File: src/common/client_pkg.sv
////////////////////
// Client byte interface sizes and latency
// Common to the framer, the client model and the capture block
////////////////////
package client_pkg;

	// Byte lane of idata and odata
	localparam int DATA_W = 8;

	// len_c and packet length width
	localparam int LEN_W = 11;

	// Cycles from a byte on idata to the same byte on odata
	localparam int N_LAT = 3;

	// len_c on first payload byte is data_len plus this
	localparam int LEN_OFFSET = 8;

endpackage

File: src/common/frame_pkg.sv
////////////////////
// Framer timing and buffer sizes
// Also holds the framer state encoding
////////////////////
package frame_pkg;

	// Packet buffer depth in bytes, same for the reply buffer
	localparam int MSG_MAX = 96;
	localparam int ADDR_W = $clog2(MSG_MAX);  // 7 bits for 96 bytes

	// raw_l only cycles around the payload
	localparam int PREAMBLE_CNT = 18;
	localparam int TAIL_CNT = 4;

	// Framer phases
	typedef enum logic [1:0] {
		IDLE,      // Waiting for start
		PREAMBLE,  // raw_l high, no data
		PAYLOAD,   // raw_l and raw_s high, bytes on idata
		TAIL       // raw_l high after the payload
	} frame_state_e;

endpackage

File: src/framer/packet_framer.sv
////////////////////
// Packet framer
// Holds packet bytes and plays them out on the client interface
////////////////////
module packet_framer import client_pkg::*, frame_pkg::*; (
	input  logic              clk,
	input  logic              reset,
	input  logic              start,      // One-cycle launch pulse
	input  logic [LEN_W-1:0]  data_len,   // Payload length for this packet
	input  logic              load_we,
	input  logic [ADDR_W-1:0] load_addr,
	input  logic [DATA_W-1:0] load_data,
	output logic              raw_l,      // Preamble + payload + tail
	output logic              raw_s,      // Payload only
	output logic [LEN_W-1:0]  len_c,      // Countdown during payload
	output logic [DATA_W-1:0] idata,
	output logic              busy
);

	logic [DATA_W-1:0] pkt_mem [MSG_MAX];  // Packet byte buffer
	frame_state_e      state;
	logic [LEN_W-1:0]  cnt;       // Cycle count inside a phase, payload index in PAYLOAD
	logic [LEN_W-1:0]  len_q;     // Length captured at start
	logic              start_ok;

	// A start while a packet is going out is dropped
	assign start_ok = start & ~busy;

	// Buffer load port, out-of-range addresses are ignored
	always_ff @(posedge clk) begin
		if (load_we && (load_addr < ADDR_W'(MSG_MAX)))
			pkt_mem[load_addr] <= load_data;
	end

	// Phase sequencer
	always_ff @(posedge clk) begin
		if (reset) begin
			state <= IDLE;
			cnt <= '0;
			len_q <= '0;
		end else begin
			case (state)
				IDLE: begin
					if (start_ok) begin
						state <= PREAMBLE;
						cnt <= '0;
						len_q <= data_len;  // Hold length for the whole packet
					end
				end
				PREAMBLE: begin
					if (cnt == LEN_W'(PREAMBLE_CNT - 1)) begin
						cnt <= '0;
						// Empty packet goes straight to the tail
						if (len_q == '0)
							state <= TAIL;
						else
							state <= PAYLOAD;
					end else begin
						cnt <= cnt + 1'b1;
					end
				end
				PAYLOAD: begin
					if (cnt == len_q - 1'b1) begin
						cnt <= '0;
						state <= TAIL;
					end else begin
						cnt <= cnt + 1'b1;
					end
				end
				TAIL: begin
					if (cnt == LEN_W'(TAIL_CNT - 1)) begin
						cnt <= '0;
						state <= IDLE;
					end else begin
						cnt <= cnt + 1'b1;
					end
				end
				default: state <= IDLE;
			endcase
		end
	end

	// Strobes lag the state by one cycle, so raw_l rises after the edge following start
	always_ff @(posedge clk) begin
		if (reset) begin
			raw_l <= 1'b0;
			raw_s <= 1'b0;
		end else begin
			raw_l <= (state != IDLE);
			raw_s <= (state == PAYLOAD);
		end
	end

	// Data and countdown, aligned with raw_s
	always_ff @(posedge clk) begin
		if (state == PAYLOAD) begin
			idata <= pkt_mem[cnt[ADDR_W-1:0]];
			len_c <= len_q + LEN_W'(LEN_OFFSET) - cnt;  // data_len+8-i
		end else begin
			idata <= '0;
			len_c <= '0;
		end
	end

	// Covers the launch cycle and the last tail cycle too
	assign busy = (state != IDLE) | raw_l;

endmodule

File: src/rtl/payload_scrambler.sv
////////////////////
// Client model: keyed payload with fixed latency
// Also sums the raw payload bytes per packet
////////////////////
module payload_scrambler import client_pkg::*; (
	input  logic              clk,
	input  logic              reset,
	input  logic              raw_l,
	input  logic              raw_s,
	input  logic [DATA_W-1:0] idata,
	input  logic [DATA_W-1:0] key,         // Run-time XOR key
	output logic [DATA_W-1:0] odata,
	output logic [DATA_W-1:0] csum,        // 8-bit sum of payload
	output logic              csum_valid   // One-cycle report strobe
);

	logic [DATA_W-1:0] pipe [N_LAT];  // Latency stages
	logic [DATA_W-1:0] sum;
	logic              raw_l_d;
	logic              raw_s_d;
	logic              l_rise;
	logic              s_fall;

	// Key goes on at the first stage, later stages only delay
	always_ff @(posedge clk) begin
		pipe[0] <= idata ^ key;
		for (int i = 1; i < N_LAT; i++)
			pipe[i] <= pipe[i-1];
	end
	assign odata = pipe[N_LAT-1];

	assign l_rise = raw_l & ~raw_l_d;  // Start of a new packet
	assign s_fall = raw_s_d & ~raw_s;  // Payload just ended

	always_ff @(posedge clk) begin
		if (reset) begin
			raw_l_d <= 1'b0;
			raw_s_d <= 1'b0;
			csum_valid <= 1'b0;
		end else begin
			raw_l_d <= raw_l;
			raw_s_d <= raw_s;
			csum_valid <= s_fall;
		end
	end

	// Accumulator, wraps at 8 bits
	always_ff @(posedge clk) begin
		if (l_rise)
			sum <= '0;  // Preamble comes first, no payload byte yet
		else if (raw_s)
			sum <= sum + idata;
		if (s_fall)
			csum <= sum;  // Held until the next packet ends
	end

endmodule

File: src/rtl/reply_capture.sv
////////////////////
// Reply capture
// Rebuilds the output strobe and stores the returned bytes
////////////////////
module reply_capture import client_pkg::*, frame_pkg::*; (
	input  logic              clk,
	input  logic              reset,
	input  logic              raw_s,
	input  logic [DATA_W-1:0] odata,
	input  logic [ADDR_W-1:0] rd_addr,
	output logic              tx_strobe,  // raw_s delayed by N_LAT
	output logic [DATA_W-1:0] rd_data,
	output logic [LEN_W-1:0]  reply_len,
	output logic              done
);

	logic [DATA_W-1:0] reply_mem [MSG_MAX];
	logic [N_LAT-1:0]  strobe_sr;   // Delay line for raw_s
	logic [LEN_W-1:0]  wr_ptr;      // Bytes stored so far
	logic              tx_d;
	logic              tx_fall;

	// Shift register timing matches the client pipeline depth
	always_ff @(posedge clk) begin
		if (reset)
			strobe_sr <= '0;
		else
			strobe_sr <= {strobe_sr[N_LAT-2:0], raw_s};
	end
	assign tx_strobe = strobe_sr[N_LAT-1];

	assign tx_fall = tx_d & ~tx_strobe;  // Last reply byte was the previous cycle

	// Store while the rebuilt strobe is high, drop bytes past the buffer end
	always_ff @(posedge clk) begin
		if (tx_strobe && (wr_ptr < LEN_W'(MSG_MAX)))
			reply_mem[wr_ptr[ADDR_W-1:0]] <= odata;
	end

	always_ff @(posedge clk) begin
		if (reset) begin
			tx_d <= 1'b0;
			wr_ptr <= '0;
			done <= 1'b0;
		end else begin
			tx_d <= tx_strobe;
			done <= tx_fall;
			if (tx_fall)
				wr_ptr <= '0;  // Ready for the next packet
			else if (tx_strobe)
				wr_ptr <= wr_ptr + 1'b1;
		end
	end

	// Length is latched with done and held
	always_ff @(posedge clk) begin
		if (tx_fall)
			reply_len <= wr_ptr;
	end

	assign rd_data = reply_mem[rd_addr];  // Asynchronous read port

endmodule

File: src/rtl/client_loop_top.sv
////////////////////
// Client loop top
// Framer into scrambler into reply capture
////////////////////
module client_loop_top import client_pkg::*, frame_pkg::*; (
	input  logic              clk,
	input  logic              reset,
	input  logic              start,
	input  logic [LEN_W-1:0]  data_len,
	input  logic              load_we,
	input  logic [ADDR_W-1:0] load_addr,
	input  logic [DATA_W-1:0] load_data,
	input  logic [DATA_W-1:0] key,
	input  logic [ADDR_W-1:0] rd_addr,
	output logic              busy,
	output logic              raw_l,      // Observation of the client strobes
	output logic              raw_s,
	output logic [LEN_W-1:0]  len_c,
	output logic              tx_strobe,
	output logic [DATA_W-1:0] csum,
	output logic              csum_valid,
	output logic [DATA_W-1:0] rd_data,
	output logic [LEN_W-1:0]  reply_len,
	output logic              done
);

	logic [DATA_W-1:0] idata;  // Framer to client
	logic [DATA_W-1:0] odata;  // Client to capture

	packet_framer u_framer (
		.clk       (clk),
		.reset     (reset),
		.start     (start),
		.data_len  (data_len),
		.load_we   (load_we),
		.load_addr (load_addr),
		.load_data (load_data),
		.raw_l     (raw_l),
		.raw_s     (raw_s),
		.len_c     (len_c),
		.idata     (idata),
		.busy      (busy)
	);

	payload_scrambler u_scrambler (
		.clk        (clk),
		.reset      (reset),
		.raw_l      (raw_l),
		.raw_s      (raw_s),
		.idata      (idata),
		.key        (key),
		.odata      (odata),
		.csum       (csum),
		.csum_valid (csum_valid)
	);

	reply_capture u_capture (
		.clk       (clk),
		.reset     (reset),
		.raw_s     (raw_s),
		.odata     (odata),
		.rd_addr   (rd_addr),
		.tx_strobe (tx_strobe),
		.rd_data   (rd_data),
		.reply_len (reply_len),
		.done      (done)
	);

endmodule

File: config.mk
export PLATFORM = sky130hd
export DESIGN_NAME = client_loop_top
export DESIGN_NICKNAME = d
export VERILOG_FILES = /design/src/common/client_pkg.sv /design/src/common/frame_pkg.sv /design/src/framer/packet_framer.sv /design/src/rtl/payload_scrambler.sv /design/src/rtl/reply_capture.sv /design/src/rtl/client_loop_top.sv
export SDC_FILE = /design/constraint.sdc
export NUM_CORES = 2
export LEC_CHECK = 0
export BUFFER_PORTS_ARGS = -buffer_cell sky130_fd_sc_hd__clkbuf_2
export CORE_UTILIZATION = 50
export DETAILED_ROUTE_END_ITERATION = 10
export GPL_TIMING_DRIVEN = 0
export PLACE_DENSITY = 0.66
export SYNTH_ARGS = -nofsm -noshare
export SYNTH_HDL_FRONTEND = slang
export SYNTH_SLANG_ARGS = --single-unit
export TNS_END_PERCENT = 20
File: constraint.sdc
create_clock -name clk -period 4.2 [get_ports clk]
set_input_delay 0.42 -clock clk [delete_from_list [all_inputs] [get_ports clk]]
set_output_delay 0.42 -clock clk [all_outputs]
set_load 0.02 [all_outputs]
After elaboration in Yosys (flattened, before gate mapping)
Memories as Yosys holds them, arrays and structs flattened. A register that Yosys moved wholly into a read port is not among the register bits. Cells that the tools add are included.

Register bits: 83. Bits in writable memories: 1560. Input port bits: 45. Output and inout port bits: 44. Word-level logic and storage cells: 71. Memories: 3.

Memories: u_capture.reply_mem (depth 96, width 8, rd ports 1, clocked after Yosys merged registers in 0, wr ports 1, line reply_capture.sv:17) `logic [DATA_W-1:0] reply_mem [MSG_MAX];`; u_framer.pkt_mem (depth 96, width 8, rd ports 1, clocked after Yosys merged registers in 1, wr ports 1, line packet_framer.sv:20) `logic [DATA_W-1:0] pkt_mem [MSG_MAX];`; u_scrambler.pipe (depth 3, width 8, rd ports 3, clocked after Yosys merged registers in 0, wr ports 3, line payload_scrambler.sv:17) `logic [DATA_W-1:0] pipe [N_LAT];`.

Add/subtract/negate cells: 6. Magnitude comparators: 2. Equality and inequality tests: 10. Muxes and demuxes: 15. Bitwise logic cells: 10. Reduce and logical (&&, ||, !) cells: 9.

Operators by type and width (count): $mux 11 (4); $pmux 11 s4 (1); $add 11x1->11 const B (2); $add 11x4->11 const B (1); $eq 11x11->1 (1); $eq 11x2->1 const B (1); $eq 11x5->1 const B (1); $logic_not 11->1 (1); $lt 11x7->1 const B (1); $sub 11x1->11 const B (1); $sub 11x11->11 (1); $add 8x8->8 (1); $mux 2 (4); $ne 2x1->1 const B (4); $pmux 2 s4 (1); $xor 8x8->8 (1); $lt 7x7->1 const B (1); $mux 1 (5); $and 1x1->1 (4); $eq 2x2->1 const B (2); $not 1->1 (4); $reduce_and 4->1 (1); $eq 2x1->1 const B (1); $logic_and 1x1->1 (2); 6 further kinds (6).

Depth between registers and ports, before layout
Word-level depth: 6. Mapped depth: 15. Depth with buffers taken out: 12.

By module
A second synthesis with hierarchy kept.

Cell total of the unflattened synthesis: 3272. Area total of the unflattened synthesis: 64783.4 um2.

By module, submodules not included: packet_framer (instances 1, cells each 1669, area each 32363.5 um2); reply_capture (instances 1, cells each 1477, area each 30870.9 um2); payload_scrambler (instances 1, cells each 126, area each 1549.0 um2).

Least setup slack after synthesis
OpenSTA, ideal clock, no wires.

Path kind: register -> register. Start: reg u_framer.cnt[1]. End: reg u_framer.len_c[9]. Library setup time: 0.128 ns. Arrival: 3.451 ns. Slack: 0.621 ns. Stages on the path, launching flop included: 16. Buffers on the path: 4. Period minus slack after synthesis: 3.579 ns. Cell sequence: dfxtp_1 clkbuf_1 clkbuf_1 clkbuf_1 clkbuf_1 inv_1 ha_1 ha_1 fa_1 a21o_1 a21oi_1 o21bai_1 a21oi_1 o21ai_0 xnor2_1 nor2_1.

Word-level cells in the longest chain between the ends: 1.

RTL lines: from (decl) (line packet_framer.sv:22) `logic [LEN_W-1:0] cnt;`; from (signal assigned) (line packet_framer.sv:59) `cnt <= cnt + 1'b1;`; from (signal assigned) (line packet_framer.sv:67) `cnt <= cnt + 1'b1;`; from (signal assigned) (line packet_framer.sv:75) `cnt <= cnt + 1'b1;`; $sub 11x11->11 (line packet_framer.sv:98) `len_c <= len_q + LEN_W'(LEN_OFFSET) - cnt;`; to (signal assigned) (line packet_framer.sv:98); to (decl) (line packet_framer.sv:15) `output logic [LEN_W-1:0] len_c,`.

Every way passes these cells. A chain may end at the register's enable or synchronous reset.

Worst setup path after layout
Start: in rd_addr[1]. End: out rd_data[7].

Word-level cells in the longest chain between the ends: 1.

RTL lines: from (decl) (line client_loop_top.sv:14) `input logic [ADDR_W-1:0] rd_addr,`; $mem_v2 96x8; to (decl) (line client_loop_top.sv:22) `output logic [DATA_W-1:0] rd_data,`.

Every way passes these cells.

==> Flow_metrics.wiki <==
{| class="wikitable"
! Metric !! Value
|-
| Share of final-layout standard cells stronger than drive strength 1 || 0.255
|-
| Cts bufs inserted || 164
|-
| Netlist Area Pre-Place || 64100 um^2
|-
| CTS sink count || about 1700
|-
| Setup TNS || 0 ns
|-
| Minimum setup slack after placement || -1.02 ns
|-
| Pin count of the biggest net entering global routing || between 90 and 100
|-
| # IOs || 89
|-
| Share of flip-flops with an asynchronous set or reset || 0
|-
| Amount of wire on met2 after detailed routing || 74100 um
|-
| Clock tree from TritonCTS || done
|-
| Tcrit/Tclk final || 0.986
|-
| Floorplan row count || ~130
|-
| Antenna Nets Post-Route || 0
|-
| Fillers || slightly above 9000
|-
| Clock-pin slew on the worst setup and hold paths || around 0.06 ns
|-
| Crit path launch type || input port
|-
| Final setup skew || 0.0347 ns
|-
| Deepest clock path buffer count || 3
|-
| Number of endpoints failing setup at the final stage || 0
|-
| Seq/Total Area, Yosys || 0.758
|-
| Wire length of the first global-routing pass || 216000 um
|-
| CP required || 3.78 ns
|-
| Routed Wire Length || 147000 um
|-
| Final Total Pwr || ~36 mW
|-
| Cell leakage power || 22.4 nW
|-
| Number of synthesized register bits || 1650
|-
| Die height || 360 um
|-
| Number of global-route vias before repair || 31800
|-
| RSZ-0062 raised after global routing || no
|-
| Power density cells || 496 nW/um^2
|-
| Number of DRC markers after the initial detailed-route iteration || 3697
|-
| Final Wtd Congestion || 0.863
|-
| Post-synth EDFFs || ~1600
|-
| Post-route met1 wirelength || 57900 um
|-
| Hold Path Class || input port to flip-flop
|-
| Vias || 30600
|-
| Run status || finished, final reports clean
|-
| Top routing layer used || met5
|-
| Most used cells in the layout excluding fill and tap cells || sky130_fd_sc_hd__edfxtp_1 (1555), sky130_fd_sc_hd__mux4_2 (480), sky130_fd_sc_hd__nor2_1 (251), sky130_fd_sc_hd__clkbuf_16 (169), sky130_fd_sc_hd__clkbuf_1 (139)
|-
| Peak supply drop || 0.519 mV
|-
| Growth of design area from synthesis to finish || 12.8%
|-
| Warnings from Yosys || 0
|-
| Total Die Area || about 130000 um^2
|-
| Starting utilization of the core area || 0.504
|-
| Max-slew headroom || 0.0605
|-
| Net count after synthesis || 3073
|-
| Clock Root Buffer || sky130_fd_sc_hd__clkbuf_16
|-
| Area inside the core boundary || 127000 um^2
|-
| Average instance area after synthesis || 21.4 um^2
|-
| Vias per cell || 6.05
|-
| Port bufs || 78
|-
| Number of antenna violations at the first check in global routing || 3
|-
| Number of H-tree levels || 4
|-
| DP HPWL || 97500 um
|-
| Detailed-route wire length per cell || ~29 um
|-
| Final worst setup slack || 0.0581 ns
|-
| Clock latency reported for the late side of the worst-skew pair || 0.79 ns
|-
| Worst-path fanout max || 10
|-
| Net count of the finished layout || 3349
|-
| Number of DRC violations after detailed routing || 0
|-
| Post-CTS Repair Setup Buffers || 0
|-
| Met3 layer wire length in the routed design || roughly 11000 um
|-
| Post-layout min period || 4.14 ns
|-
| Pre-Repair DR Iteration Count || 5
|-
| Timing-limited maximum frequency || 241 MHz
|-
| Leftover overflow at the end of global routing || 0
|-
| Post-synthesis instance total || 2991
|-
| Most common cell after layout, fill and taps aside || sky130_fd_sc_hd__edfxtp_1
|-
| Max-slew violation count || 0
|-
| Die span in x || 360 um
|-
| Final Hold Fails || 0
|-
| Category of the most critical setup path || input port to output pin
|-
| Endpoint class of the critical path || output pin
|-
| Count of different cell masters after synthesis || 59
|-
| Worst-margin pin slew || between 1 and 1.5 ns
|-
| Max-cap violation count || 0
|-
| Crit path arrival time || around 3.7 ns
|-
| Number of inserted diodes || 0
|-
| Gr usage total || 0.230
|-
| Post-synth top flop || sky130_fd_sc_hd__edfxtp_1
|}
layer usage:
metal,track usage,up-vias
met5,0,-
met4,0.0710,2
met3,0.0434,212
met2,0.382,1270
met1,0.310,16200
li1,-,13000
layout make-up:
class | instances | area [um^2] | area share
plain buffers | 155 | 664 | 0.00918
clock buffers | 221 | 4470 | 0.0618
clock inverters | 76 | 617 | 0.00852
inverters | 29 | 109 | 0.00150
multi-input cells | 1155 | 14800 | 0.205
flip-flops and latches | 1650 | 48600 | 0.672
well taps | 1662 | 2080 | 0.0287
repair buffers | 112 | 998 | 0.0138
worst paths after layout:
kind	from	to	slack [ns]	cells after the start
setup reg to reg	u_framer.cnt[1]$_SDFFE_PP0N_	u_framer.len_c[9]$_SDFF_PN0_	0.28	14
hold reg to reg	u_scrambler.pipe[0][13]$_DFF_P_	u_scrambler.pipe[0][21]$_DFF_P_	0.32	0
hold / removal	load_data[6]	u_framer.pkt_mem[61][6]$_DFFE_PP_	0.05	1
setup / recovery	rd_addr[1]	rd_data[7]	0.06	8
report_power, final:
group	internal [mW]	total [mW]	switching, mW
combinational	1.24	3.14	1.90
sequential	18.6	18.8	0.236
clock	7.91	13.9	6.00
critical path, stage by stage:
cell	delay [ns]
sky130_fd_sc_hd__clkbuf_1	0.69
sky130_fd_sc_hd__buf_1	0.64
sky130_fd_sc_hd__mux4_2	0.45
sky130_fd_sc_hd__mux4_2	0.55
sky130_fd_sc_hd__mux2i_1	0.41
sky130_fd_sc_hd__nor3_1	0.09
sky130_fd_sc_hd__a221o_1	0.29
sky130_fd_sc_hd__clkbuf_2	0.16
cell usage after synthesis (all sizes together), types with 10 or more instances:
master,instances,area share
edfxtp,1555,0.73
mux4,480,0.17
nor2,251,0.015
clkbuf,98,0.0057
dfxtp,95,0.030
nand2,70,0.0041
buf,59,0.0040
ha,35,0.0068
o21ai,29,0.0023
inv,28,0.0016
mux2i,25,0.0039
nand3,24,0.0019
xor2,22,0.0030
xnor2,19,0.0026
and3,18,0.0018
a31oi,16,0.0016
mux2,16,0.0028
a21oi,15,0.0012
nand3b,15,0.0018
nor2b,15,0.0015
nor3,15,0.0012
nand2b,10,0.00098
cells by family after synthesis:
family,synth area share
buffers and inverters,0.0114
adder cells (fa/ha/maj),0.00745
AND/OR/NAND/NOR,0.0315
XOR/XNOR,0.00560
AO/OA/AOI/OAI,0.0109
flip-flops,0.758
multiplexers,0.175
sequential cells by signal (all words and copies together) (netlist names), 2 cells and up:
signal and cells:
u_scrambler.sum 8, u_capture.wr_ptr 11, u_capture.reply_mem 768, u_capture.reply_len 11
u_scrambler.pipe 24, u_framer.len_q 11, u_framer.cnt 11, u_framer.len_c 11
u_scrambler.csum 8, u_capture.strobe_sr 3, u_framer.state 2, u_framer.idata 8
u_framer.pkt_mem 768
per-stage QoR:
step	hold WS, ns	instances	area, um^2	util
2_1_floorplan	0.310	2991	64100	-
3_3_place_gp	0.311	4731	66600	0.523
6_report	0.0473	5060	72400	0.568
4_1_cts	0.000278	5060	72400	0.568
5_1_grt	0.0568	5060	72400	0.568
3_5_place_dp	0.312	4746	67000	0.526
timing repair:
item / in CTS / in global routing
hold endpoints to repair: 19 / 0
setup endpoints to repair: 20 / 9
resized for setup: 13 / 17
hold buffers: 19 / 0
No activity file was read; power rests on OpenSTA's default activity.
